===== config.mk =====
export PLATFORM = sky130hd
export DESIGN_NAME = doe_cbc
export DESIGN_NICKNAME = d
export VERILOG_FILES = /design/src/design/doe_defines_pkg.sv /design/src/design/doe_reg_pkg.sv /design/src/design/doe_cbc.sv /design/src/design/doe_fsm.sv /design/src/design/doe_block_counter.sv /design/src/design/doe_cipher_core.sv /design/src/design/doe_regs.sv
export VERILOG_INCLUDE_DIRS = /design/src /design/src/design
export SDC_FILE = /design/constraint.sdc
export NUM_CORES = 2
export LEC_CHECK = 0
export ABC_AREA = 1
export BUFFER_PORTS_ARGS = -buffer_cell sky130_fd_sc_hd__buf_2
export CAP_MARGIN = 10
export CORE_AREA = 4 4 398 400
export CTS_CLUSTER_SIZE = 40
export DETAILED_ROUTE_END_ITERATION = 6
export DIE_AREA = 0 0 402 404
export PLACE_DENSITY = 0.51
export SKIP_CTS_REPAIR_TIMING = 1
export SYNTH_ARGS = -nofsm -noshare
export SYNTH_HDL_FRONTEND = slang
export SYNTH_SLANG_ARGS = --single-unit
export TNS_END_PERCENT = 20

===== constraint.sdc =====
create_clock -name clk -period 27.6 [get_ports clk]
set_input_delay 2.76 -clock clk [delete_from_list [all_inputs] [get_ports clk]]
set_output_delay 2.76 -clock clk [all_outputs]
set_load 0.005 [all_outputs]

===== src/design/doe_defines.svh =====
`ifndef DOE_DEFINES_SVH
`define DOE_DEFINES_SVH

// Obfuscated secret sizes in dwords
`define DOE_UDS_DWORDS  12
`define DOE_FE_DWORDS   8

// Obfuscation key size in dwords
`define DOE_KEY_DWORDS  8

// Iterations of the round function per block
`define DOE_ROUNDS      8

// Key-vault write port widths
`define DOE_KV_ENTRY_W  5
`define DOE_KV_OFFSET_W 4

`endif

===== src/design/doe_defines_pkg.sv =====
`include "doe_defines.svh"

package doe_defines_pkg;

  // ----------------------------------------------------------
  // Engine commands
  // ----------------------------------------------------------
  typedef enum logic [1:0] {
    DOE_IDLE  = 2'd0,
    DOE_UDS   = 2'd1,
    DOE_FE    = 2'd2,
    DOE_CLEAR = 2'd3
  } doe_cmd_e;

  // Command plus the key-vault entry it targets
  typedef struct packed {
    doe_cmd_e                   cmd;
    logic [`DOE_KV_ENTRY_W-1:0] dest_sel;
  } doe_cmd_t;

  // ----------------------------------------------------------
  // Key-vault write port
  // ----------------------------------------------------------
  typedef struct packed {
    logic                        write_en;
    logic [`DOE_KV_ENTRY_W-1:0]  write_entry;
    logic [`DOE_KV_OFFSET_W-1:0] write_offset;
    logic [31:0]                 write_data;
  } kv_write_t;

  // One 128-bit cipher block, dword 0 in the top bits
  typedef logic [127:0] doe_block_t;

  // Block or dword index within a flow
  typedef logic [1:0] doe_idx_t;

endpackage


===== src/design/doe_reg_pkg.sv =====
`include "doe_defines.svh"

package doe_reg_pkg;

  // Word offsets of the register map
  typedef enum logic [7:0] {
    DOE_IV0      = 8'h00,
    DOE_IV1      = 8'h04,
    DOE_IV2      = 8'h08,
    DOE_IV3      = 8'h0C,
    DOE_CTRL     = 8'h10,
    DOE_STATUS   = 8'h14,
    DOE_INTR_EN  = 8'h18,
    DOE_INTR_STS = 8'h1C
  } doe_reg_addr_e;

  // CTRL word, seen raw by the bus and as fields by the engine
  typedef union packed {
    logic [31:0] raw;
    struct packed {
      logic [31-`DOE_KV_ENTRY_W-2:0] rsvd;
      logic [`DOE_KV_ENTRY_W-1:0]    dest;
      doe_defines_pkg::doe_cmd_e     cmd;
    } fields;
  } doe_ctrl_word_u;

  // STATUS bits, ready in bit 0
  typedef struct packed {
    logic secrets_cleared;
    logic fe_done;
    logic uds_done;
    logic valid;
    logic ready;
  } doe_status_t;

  // Interrupt enable and status bits
  typedef struct packed {
    logic error;
    logic notif;
  } doe_intr_t;

  // Registers to engine
  typedef struct packed {
    doe_defines_pkg::doe_cmd_t cmd;
    logic                      cmd_strobe;
    logic [127:0]              iv;
    logic                      iv_written;
  } doe_reg_out_t;

  // Engine to registers
  typedef struct packed {
    logic flow_done;
    logic flow_busy;
    logic core_ready;
    logic uds_lock;
    logic fe_lock;
    logic clear_pulse;
    logic lock_error;
  } doe_reg_in_t;

endpackage


===== src/design/doe_cbc.sv =====
`timescale 1ns/1ps
`include "doe_defines.svh"

module doe_cbc (
  input  logic                           clk,
  input  logic                           reset_n,
  input  logic                           cptra_pwrgood,
  input  logic                           cs,
  input  logic                           we,
  input  logic [7:0]                     address,
  input  logic [31:0]                    write_data,
  input  logic [`DOE_KEY_DWORDS*32-1:0]  cptra_obf_key,
  input  logic [`DOE_UDS_DWORDS*32-1:0]  obf_uds_seed,
  input  logic [`DOE_FE_DWORDS*32-1:0]   obf_field_entropy,
  output logic [31:0]                    read_data,
  output logic                           error_intr,
  output logic                           notif_intr,
  output logic                           clear_obf_secrets,
  output doe_defines_pkg::kv_write_t     kv_write
);
  import doe_defines_pkg::*;
  import doe_reg_pkg::*;

  doe_reg_out_t reg_out;
  doe_reg_in_t  reg_in;
  doe_block_t   block_msg;
  doe_block_t   core_result;
  doe_idx_t     block_idx;
  doe_idx_t     dword_idx;
  logic         init_cmd;
  logic         next_cmd;
  logic         core_ready;
  logic         core_valid;
  logic         start;
  logic         block_step;
  logic         dword_step;
  logic         is_uds;
  logic         last_block;
  logic         last_dword;

  // ----------------------------------------------------------
  // Register file
  // ----------------------------------------------------------
  doe_regs u_regs (
    .clk        (clk),
    .reset_n    (reset_n),
    .cs         (cs),
    .we         (we),
    .address    (address),
    .write_data (write_data),
    .reg_in     (reg_in),
    .read_data  (read_data),
    .reg_out    (reg_out),
    .error_intr (error_intr),
    .notif_intr (notif_intr)
  );

  // Flow control
  doe_fsm u_fsm (
    .clk               (clk),
    .reset_n           (reset_n),
    .cptra_pwrgood     (cptra_pwrgood),
    .reg_out           (reg_out),
    .obf_uds_seed      (obf_uds_seed),
    .obf_field_entropy (obf_field_entropy),
    .core_ready        (core_ready),
    .core_result       (core_result),
    .core_valid        (core_valid),
    .block_idx         (block_idx),
    .dword_idx         (dword_idx),
    .last_block        (last_block),
    .last_dword        (last_dword),
    .init_cmd          (init_cmd),
    .next_cmd          (next_cmd),
    .block_msg         (block_msg),
    .start             (start),
    .block_step        (block_step),
    .dword_step        (dword_step),
    .is_uds            (is_uds),
    .kv_write          (kv_write),
    .reg_in            (reg_in),
    .clear_obf_secrets (clear_obf_secrets)
  );

  doe_block_counter u_counter (
    .clk        (clk),
    .reset_n    (reset_n),
    .start      (start),
    .block_step (block_step),
    .dword_step (dword_step),
    .is_uds     (is_uds),
    .block_idx  (block_idx),
    .dword_idx  (dword_idx),
    .last_block (last_block),
    .last_dword (last_dword)
  );

  // Decryptor, key taken straight from the port
  doe_cipher_core u_core (
    .clk          (clk),
    .reset_n      (reset_n),
    .init_cmd     (init_cmd),
    .next_cmd     (next_cmd),
    .key          (cptra_obf_key),
    .block_msg    (block_msg),
    .iv           (reg_out.iv),
    .iv_load      (reg_out.iv_written),
    .ready        (core_ready),
    .result       (core_result),
    .result_valid (core_valid)
  );

endmodule


===== src/design/doe_fsm.sv =====
`timescale 1ns/1ps
`include "doe_defines.svh"

module doe_fsm (
  input  logic                             clk,
  input  logic                             reset_n,
  input  logic                             cptra_pwrgood,
  input  doe_reg_pkg::doe_reg_out_t        reg_out,
  input  logic [`DOE_UDS_DWORDS*32-1:0]    obf_uds_seed,
  input  logic [`DOE_FE_DWORDS*32-1:0]     obf_field_entropy,
  input  logic                             core_ready,
  input  doe_defines_pkg::doe_block_t      core_result,
  input  logic                             core_valid,
  input  doe_defines_pkg::doe_idx_t        block_idx,
  input  doe_defines_pkg::doe_idx_t        dword_idx,
  input  logic                             last_block,
  input  logic                             last_dword,
  output logic                             init_cmd,
  output logic                             next_cmd,
  output doe_defines_pkg::doe_block_t      block_msg,
  output logic                             start,
  output logic                             block_step,
  output logic                             dword_step,
  output logic                             is_uds,
  output doe_defines_pkg::kv_write_t       kv_write,
  output doe_reg_pkg::doe_reg_in_t         reg_in,
  output logic                             clear_obf_secrets
);
  import doe_defines_pkg::*;
  import doe_reg_pkg::*;

  typedef enum logic [2:0] {
    IDLE,
    INIT,
    WAIT_INIT,
    LOAD,
    WAIT_RESULT,
    WRITE,
    DONE
  } state_e;

  state_e                     state_q;
  state_e                     state_d;
  logic                       is_uds_q;
  logic [`DOE_KV_ENTRY_W-1:0] dest_q;
  logic                       uds_lock_q;
  logic                       fe_lock_q;
  logic                       lock_err_q;
  logic                       clear_q;
  logic                       flow_cmd;
  logic                       cmd_locked;
  doe_block_t                 result_q;

  assign flow_cmd   = reg_out.cmd_strobe && (reg_out.cmd.cmd inside {DOE_UDS, DOE_FE});
  assign cmd_locked = (reg_out.cmd.cmd == DOE_UDS) ? uds_lock_q : fe_lock_q;

  // ----------------------------------------------------------
  // Next state
  // ----------------------------------------------------------
  always_comb begin
    state_d = state_q;
    case (state_q)
      IDLE:        if (flow_cmd && !cmd_locked) state_d = INIT;
      INIT:        state_d = WAIT_INIT;
      // Ready is back one cycle after it drops
      WAIT_INIT:   if (!core_ready) state_d = LOAD;
      LOAD:        state_d = WAIT_RESULT;
      WAIT_RESULT: if (core_valid) state_d = WRITE;
      WRITE:       if (last_dword) state_d = last_block ? DONE : LOAD;
      DONE:        state_d = IDLE;
      default:     state_d = IDLE;
    endcase
  end

  always_ff @(posedge clk or negedge reset_n) begin
    if (!reset_n) begin
      state_q    <= IDLE;
      is_uds_q   <= 1'b0;
      dest_q     <= '0;
      lock_err_q <= 1'b0;
      clear_q    <= 1'b0;
    end else begin
      state_q    <= state_d;
      // Commands outside IDLE are dropped
      lock_err_q <= (state_q == IDLE) && flow_cmd && cmd_locked;
      clear_q    <= (state_q == IDLE) && reg_out.cmd_strobe && (reg_out.cmd.cmd == DOE_CLEAR);
      if (state_q == IDLE && state_d == INIT) begin
        is_uds_q <= (reg_out.cmd.cmd == DOE_UDS);
        dest_q   <= reg_out.cmd.dest_sel;
      end
    end
  end

  // Flow locks survive warm reset
  always_ff @(posedge clk or negedge cptra_pwrgood) begin
    if (!cptra_pwrgood) begin
      uds_lock_q <= 1'b0;
      fe_lock_q  <= 1'b0;
    end else if (state_q == DONE) begin
      uds_lock_q <= uds_lock_q | is_uds_q;
      fe_lock_q  <= fe_lock_q | ~is_uds_q;
    end
  end

  // Hold the block result for the kv writes
  always_ff @(posedge clk) begin
    if (core_valid) begin
      result_q <= core_result;
    end
  end

  // Source block, dword 0 on top
  always_comb begin
    for (int i = 0; i < 4; i++) begin
      if (is_uds_q) begin
        block_msg[127-32*i -: 32] = obf_uds_seed[32*(4*block_idx+i) +: 32];
      end else begin
        block_msg[127-32*i -: 32] = obf_field_entropy[32*(4*block_idx+i) +: 32];
      end
    end
  end

  assign init_cmd   = (state_q == INIT);
  assign start      = (state_q == INIT);
  assign next_cmd   = (state_q == LOAD);
  assign dword_step = (state_q == WRITE);
  assign block_step = dword_step && last_dword && !last_block;
  assign is_uds     = is_uds_q;

  // ----------------------------------------------------------
  // Key-vault port, one dword per WRITE cycle
  // ----------------------------------------------------------
  assign kv_write.write_en     = (state_q == WRITE);
  assign kv_write.write_entry  = dest_q;
  assign kv_write.write_offset = {block_idx, dword_idx};
  assign kv_write.write_data   = result_q[127-32*dword_idx -: 32];

  assign reg_in.flow_done   = (state_q == DONE);
  assign reg_in.flow_busy   = (state_q != IDLE);
  assign reg_in.core_ready  = core_ready;
  assign reg_in.uds_lock    = uds_lock_q;
  assign reg_in.fe_lock     = fe_lock_q;
  assign reg_in.clear_pulse = clear_q;
  assign reg_in.lock_error  = lock_err_q;
  assign clear_obf_secrets  = clear_q;

  a_next_ready: assert property (@(posedge clk) disable iff (!reset_n)
    next_cmd |-> core_ready);

  // kv writes run only in WRITE and stay inside the running flow's secret
  a_kv_write: assert property (@(posedge clk) disable iff (!reset_n)
    kv_write.write_en |-> (state_q == WRITE) &&
      (kv_write.write_offset < (is_uds_q ? `DOE_UDS_DWORDS : `DOE_FE_DWORDS)));

endmodule


===== src/design/doe_block_counter.sv =====
`timescale 1ns/1ps
`include "doe_defines.svh"

module doe_block_counter (
  input  logic                      clk,
  input  logic                      reset_n,
  input  logic                      start,
  input  logic                      block_step,
  input  logic                      dword_step,
  input  logic                      is_uds,
  output doe_defines_pkg::doe_idx_t block_idx,
  output doe_defines_pkg::doe_idx_t dword_idx,
  output logic                      last_block,
  output logic                      last_dword
);
  import doe_defines_pkg::*;

  doe_idx_t last_idx;

  // Last block index of the running flow
  assign last_idx = is_uds ? doe_idx_t'(`DOE_UDS_DWORDS / 4 - 1)
                           : doe_idx_t'(`DOE_FE_DWORDS / 4 - 1);

  assign last_block = (block_idx == last_idx);
  assign last_dword = (dword_idx == '1);

  always_ff @(posedge clk or negedge reset_n) begin
    if (!reset_n) begin
      block_idx <= '0;
      dword_idx <= '0;
    end else if (start || (dword_step && last_dword && last_block)) begin
      // Idle at zero between flows
      block_idx <= '0;
      dword_idx <= '0;
    end else begin
      if (dword_step) begin
        dword_idx <= dword_idx + 1'b1;
      end
      if (block_step) begin
        block_idx <= block_idx + 1'b1;
      end
    end
  end

  a_block_range: assert property (@(posedge clk) disable iff (!reset_n)
    block_idx <= last_idx);

endmodule


===== src/design/doe_cipher_core.sv =====
`timescale 1ns/1ps
`include "doe_defines.svh"

module doe_cipher_core (
  input  logic                           clk,
  input  logic                           reset_n,
  input  logic                           init_cmd,
  input  logic                           next_cmd,
  input  logic [`DOE_KEY_DWORDS*32-1:0]  key,
  input  doe_defines_pkg::doe_block_t    block_msg,
  input  doe_defines_pkg::doe_block_t    iv,
  input  logic                           iv_load,
  output logic                           ready,
  output doe_defines_pkg::doe_block_t    result,
  output logic                           result_valid
);
  import doe_defines_pkg::*;

  localparam int HALF    = `DOE_KEY_DWORDS * 16;
  localparam int ROUND_W = $clog2(`DOE_ROUNDS);
  localparam logic [ROUND_W-1:0] LAST_ROUND = ROUND_W'(`DOE_ROUNDS - 1);

  logic [`DOE_KEY_DWORDS*32-1:0] key_q;
  doe_block_t                    state_q;
  doe_block_t                    chain_q;
  doe_block_t                    round_key;
  doe_block_t                    mixed;
  doe_block_t                    round_out;
  logic [ROUND_W-1:0]            round_q;
  logic                          busy;
  logic                          init_busy;

  function automatic doe_block_t rotl(input doe_block_t x, input logic [ROUND_W-1:0] n);
    rotl = (x << n) | (x >> (128 - n));
  endfunction

  // ----------------------------------------------------------
  // One round, r counts down from the last round
  // ----------------------------------------------------------
  always_comb begin
    // Upper key half on even rounds
    round_key = round_q[0] ? key_q[HALF-1:0] : key_q[2*HALF-1:HALF];
    round_key = rotl(round_key, round_q);
    mixed     = state_q ^ round_key;
    // Rotate right by 13
    round_out = {mixed[12:0], mixed[127:13]};
  end

  always_ff @(posedge clk or negedge reset_n) begin
    if (!reset_n) begin
      init_busy    <= 1'b0;
      busy         <= 1'b0;
      round_q      <= '0;
      result_valid <= 1'b0;
    end else begin
      // Key setup takes a single cycle
      init_busy    <= init_cmd;
      result_valid <= 1'b0;
      if (next_cmd) begin
        busy    <= 1'b1;
        round_q <= LAST_ROUND;
      end else if (busy) begin
        round_q <= round_q - 1'b1;
        if (round_q == '0) begin
          busy         <= 1'b0;
          result_valid <= 1'b1;
        end
      end
    end
  end

  // Datapath
  always_ff @(posedge clk) begin
    if (init_cmd) begin
      key_q <= key;
    end
    if (next_cmd) begin
      state_q <= block_msg;
    end else if (busy) begin
      state_q <= round_out;
    end
    // Last round, unchain and keep ciphertext for the next block
    if (busy && round_q == '0) begin
      result  <= round_out ^ chain_q;
      chain_q <= block_msg;
    end
    if (iv_load) begin
      chain_q <= iv;
    end
  end

  assign ready = ~busy & ~init_busy;

  // Engine must wait for the previous block
  a_no_next_busy: assert property (@(posedge clk) disable iff (!reset_n)
    next_cmd |-> !busy);

endmodule


===== src/design/doe_regs.sv =====
`timescale 1ns/1ps

module doe_regs (
  input  logic                      clk,
  input  logic                      reset_n,
  input  logic                      cs,
  input  logic                      we,
  input  logic [7:0]                address,
  input  logic [31:0]               write_data,
  input  doe_reg_pkg::doe_reg_in_t  reg_in,
  output logic [31:0]               read_data,
  output doe_reg_pkg::doe_reg_out_t reg_out,
  output logic                      error_intr,
  output logic                      notif_intr
);
  import doe_defines_pkg::*;
  import doe_reg_pkg::*;

  logic [3:0][31:0] iv_q;
  doe_ctrl_word_u   ctrl_q;
  doe_ctrl_word_u   wr_word;
  doe_status_t      status;
  doe_intr_t        intr_en_q;
  doe_intr_t        intr_sts_q;
  logic             ready_q;
  logic             valid_q;
  logic             cleared_q;
  logic             strobe_q;
  logic             iv_wr_q;
  logic             wr_en;

  assign wr_en       = cs & we;
  assign wr_word.raw = write_data;

  // ----------------------------------------------------------
  // Software registers
  // ----------------------------------------------------------
  always_ff @(posedge clk or negedge reset_n) begin
    if (!reset_n) begin
      iv_q      <= '0;
      ctrl_q    <= '0;
      intr_en_q <= '0;
      strobe_q  <= 1'b0;
      iv_wr_q   <= 1'b0;
    end else begin
      strobe_q <= 1'b0;
      iv_wr_q  <= 1'b0;
      if (wr_en) begin
        case (address)
          DOE_IV0, DOE_IV1, DOE_IV2, DOE_IV3: begin
            iv_q[address[3:2]] <= write_data;
            iv_wr_q            <= 1'b1;
          end
          DOE_CTRL: begin
            ctrl_q   <= wr_word;
            // Only a real command starts the engine
            strobe_q <= (wr_word.fields.cmd != DOE_IDLE);
          end
          DOE_INTR_EN: intr_en_q <= doe_intr_t'(write_data[1:0]);
          default: ;
        endcase
      end
      // Engine retires the command
      if (reg_in.flow_done || reg_in.clear_pulse) begin
        ctrl_q.fields.cmd <= DOE_IDLE;
      end
    end
  end

  // ----------------------------------------------------------
  // Status and interrupt bits
  // ----------------------------------------------------------
  always_ff @(posedge clk or negedge reset_n) begin
    if (!reset_n) begin
      ready_q    <= 1'b0;
      valid_q    <= 1'b0;
      cleared_q  <= 1'b0;
      intr_sts_q <= '0;
    end else begin
      ready_q <= reg_in.core_ready & ~reg_in.flow_busy;
      // Set wins over a same-cycle CTRL write
      if (reg_in.flow_done || reg_in.clear_pulse) begin
        valid_q <= 1'b1;
      end else if (wr_en && address == DOE_CTRL) begin
        valid_q <= 1'b0;
      end
      if (reg_in.clear_pulse) begin
        cleared_q <= 1'b1;
      end
      // Write one to clear
      if (wr_en && address == DOE_INTR_STS) begin
        intr_sts_q <= intr_sts_q & ~doe_intr_t'(write_data[1:0]);
      end
      if (reg_in.flow_done) begin
        intr_sts_q.notif <= 1'b1;
      end
      if (reg_in.lock_error) begin
        intr_sts_q.error <= 1'b1;
      end
    end
  end

  assign status.ready           = ready_q;
  assign status.valid           = valid_q;
  assign status.uds_done        = reg_in.uds_lock;
  assign status.fe_done         = reg_in.fe_lock;
  assign status.secrets_cleared = cleared_q;

  // Read mux, zero outside a read
  always_comb begin
    read_data = '0;
    if (cs && !we) begin
      case (address)
        DOE_IV0, DOE_IV1, DOE_IV2, DOE_IV3: read_data = iv_q[address[3:2]];
        DOE_CTRL:     read_data = ctrl_q.raw;
        DOE_STATUS:   read_data = {27'b0, status};
        DOE_INTR_EN:  read_data = {30'b0, intr_en_q};
        DOE_INTR_STS: read_data = {30'b0, intr_sts_q};
        default:      read_data = '0;
      endcase
    end
  end

  assign reg_out.cmd.cmd      = ctrl_q.fields.cmd;
  assign reg_out.cmd.dest_sel = ctrl_q.fields.dest;
  assign reg_out.cmd_strobe   = strobe_q;
  // IV word 0 is the most significant
  assign reg_out.iv           = {iv_q[0], iv_q[1], iv_q[2], iv_q[3]};
  assign reg_out.iv_written   = iv_wr_q;

  assign error_intr = intr_sts_q.error & intr_en_q.error;
  assign notif_intr = intr_sts_q.notif & intr_en_q.notif;

  // Each CTRL write gives a single engine strobe
  a_single_strobe: assert property (@(posedge clk) disable iff (!reset_n)
    strobe_q |=> !strobe_q);

endmodule


==> impl_metrics.yaml <==
outcome:
  outcome: "completed"
clock_network:
  cts_made_buffers: 107
  cts_tree: "built"
  h-tree-depth: 3
  clockBufferDepth: 3
  path_clk_slew_ns: 0.06
  clock-sinks: 960
  cts_root_buf: "clkbuf_16"
  clock_latency_ns: 0.75
synth:
  synth_cells: 6007
  syn_area_um2: 51700
  ys_types: 53
  synth_seq_cells: 960
  synth_top_area_share_pct: 44.6
  synth-seq-area-share_pct: 53.9
  yosys-top-cells-area: "edfxtp_1, nand2_1, dfrtp_1"
  async_flop_share_pct: 20.0
  synthFlopType: "edfxtp_1"
  synth_area_leader_cell: "edfxtp_1"
  postSynthAreaPerCell_um2: 8.61
  synth_edf_count: 768
  syn_nets: 6953
  ys_warn_count: 0
finish:
  nFillCells: 16300
  register_area_um2: 27900
  area_delta_synth_final_pct: 19.4
  multi_input_area_um2: 20600
  fin_nets: 7761
  stdcell_area_um2: 61800
  drive_gt1_share_pct: 19.0
power:
  power_mw: 3.23
  vdd_drop_max_uv: 52.9
  leakage_nw: 26.6
  pwr_density_cell_nw_per_um2: 52.2
place:
  gp_congestion: 0.986
  hpwl_um: 228000
  post_dp_cell_area_um2: 58200
  port_buffers: 1017
critical_path:
  critical_path_peak_fanout: 31
  worstRegToRegCells: 11
  arrival_ns: 5.44
  startpoint: "address[6]"
  crit_path_start_kind: "primary input"
  r2r-end: "u_core.result[56]"
  rrSetupSlack_ns: 22.75
  crit_type: "in -> out"
  critPathRequiredTime_ns: 24.84
  end_kind: "output pin"
  r2r-start: "u_core.round_q[0]"
floorplanning:
  rows: 145
  die-area_um2: 162000
  design.core.area_um2: 155000
  io_pins: 1018
  die_height_um: 404
  initial_utilization_pct: 33.3
  die_w_um: 402
global_routing:
  grt_start_max_net_pins: 196
  grt_pass1_wl_um: 374000
  grt_usage_pct: 33.5
  grt_pass1_vias: 45500
  grt-ovfl-total: 0
  antenna_found_initial: 40
min_path:
  worst_hold_path.num_cells: 0
  hp-class: "reg -> reg"
  min_to: "u_fsm.result_q[54]"
  hp-start: "u_core.result[54]"
detailed_routing:
  drc: 0
  drtAntennaViolNets: 0
  drt-total-wl_um: 283000
  vias: 49000
  first_pass_iters: 6
  wl_per_cell_um: 31.6
  viasPerCell: 5.46
  dr.first_iter.drc_count: 6380
timing:
  drv_slew: 0
  slew_headroom_pct: 17.4
  setup_viol: 0
  finalHoldViolCount: 0
  min_period_ns: 8.20
  rsz0062_at_grt: "no"
  finalSetupTns_ns: 0
  fin_skew_ns: 0.0427
  max_freq_mhz: 122
  worst-slew-pin-transition_ns: 1.23
  fin_crit_sh_pct: 29.7
job:
  drv_cap: 0
## worst max-delay path by stage
stage                                        end  slack [ns]
final                               read_data[3]       19.40
after global routing                read_data[3]       19.29
after CTS                           read_data[3]       19.40
after detailed placement            read_data[3]       19.42
after global placement              read_data[1]       19.45
after floorplan           u_counter.block_idx[1]       14.92
## state kept, by name, indices dropped and copies added (netlist names), 2 cells and up
register and count:
u_regs.ctrl_q 32, u_counter.block_idx 2, u_core.key_q 256, u_regs.intr_en_q 2, u_core.result 128, u_core.state_q 128
u_regs.reg_out 128, u_fsm.dest_q 5, u_core.round_q 3, u_regs.intr_sts_q 2, u_fsm.result_q 128, u_fsm.state_q 3
u_core.chain_q 128, u_counter.dword_idx 2
## routing by layer
metal / GRT usage [%] / wire length [um] / vias to the layer above
met3: 7.90 / 26400 / 359
met5: 0 / 57 / -
met2: 53.6 / 129000 / 2456
li1: - / - / 22100
met1: 44.5 / 115000 / 24100
met4: 12.1 / 12300 / 10
## synth_stat cells, types with 4 or more instances
cell	number
buf_6	22
dfrtp_1	192
a22oi_1	50
nor2_2	9
o21ai_1	120
o21a_1	4
buf_1	54
nand3b_1	107
a32o_1	119
nor2_1	242
a21o_1	4
buf_4	15
nor3_1	5
o21ai_0	698
xor2_1	61
inv_1	400
nand3_1	378
mux2i_1	55
a21oi_1	167
a221oi_1	4
o211ai_1	9
nand2_1	2038
edfxtp_1	768
or2_1	5
xor3_1	5
or2_2	21
a31oi_1	11
o22ai_1	40
nand4_1	12
xnor2_1	30
ha_1	5
o221ai_1	27
clkbuf_1	185
inv_2	10
nand2_2	7
buf_2	100
## layout by cell type (no fill, tap or decap), drive strengths merged, types with 3 or more instances in the layout
cell / instances
or2: 29
a21oi: 169
a32o: 119
nand2: 2045
o21ai: 818
nand3b: 107
bufinv: 7
xor3: 5
nor3: 6
nand3: 380
clkbuf: 158
inv: 413
buf: 1074
o21a: 4
dfrtp: 192
nor2: 253
a31oi: 11
clkinvlp: 3
o22ai: 40
xnor2: 30
o221ai: 27
xor2: 61
ha: 5
a22oi: 50
o211ai: 10
edfxtp: 768
a221oi: 4
a21o: 4
nand4: 12
mux2i: 55
diode: 13
clkinv: 36
## worst max-delay path: stages
cell	delay, ns
buf_2	0.11
or2_1	0.27
nor2_2	0.16
nand3_1	0.18
inv_1	0.90
o21ai_0	0.28
a31oi_1	0.56
buf_2	0.22
## cell type report
type	count	share of cell area, %
sequential	960	45.1
multi-input combinational	4257	33.4
timing repair buffer	1075	8.98
clock buffer	157	5.00
tap	2058	4.17
inverter	414	2.56
clock inverter	45	0.731
antenna	13	0.0527
## cell families after synthesis
logic type	synth area share, %
and+or+nand+nor	22.6
AOI/OAI and AO/OA	14.1
DFF	53.9
buffers and inverters	6.41
xor gates and xnor gates	1.77
muxes	1.11
adders and majority gates	0.121
## stage by stage
step / instances / hold WS [ns] / util, % / worst slack [ns]
2_1_floorplan: 6007 / 0.400 / - / 14.92
3_3_place_gp: 8764 / 0.401 / 37.5 / 19.45
3_5_place_dp: 8764 / 0.405 / 37.5 / 19.42
4_1_cts: 8966 / 0.403 / 39.8 / 19.40
5_1_grt: 8969 / 0.424 / 39.8 / 19.29
6_report: 8979 / 0.412 / 39.8 / 19.40
## power by group
part	leakage [nW]	internal (mW)	switching, mW
clock network	1.73	0.842	0.627
logic	15.4	0.0730	0.112
registers	9.52	1.56	0.00886
total	26.6	2.48	0.748
No activity file was read; power rests on OpenSTA's default activity.
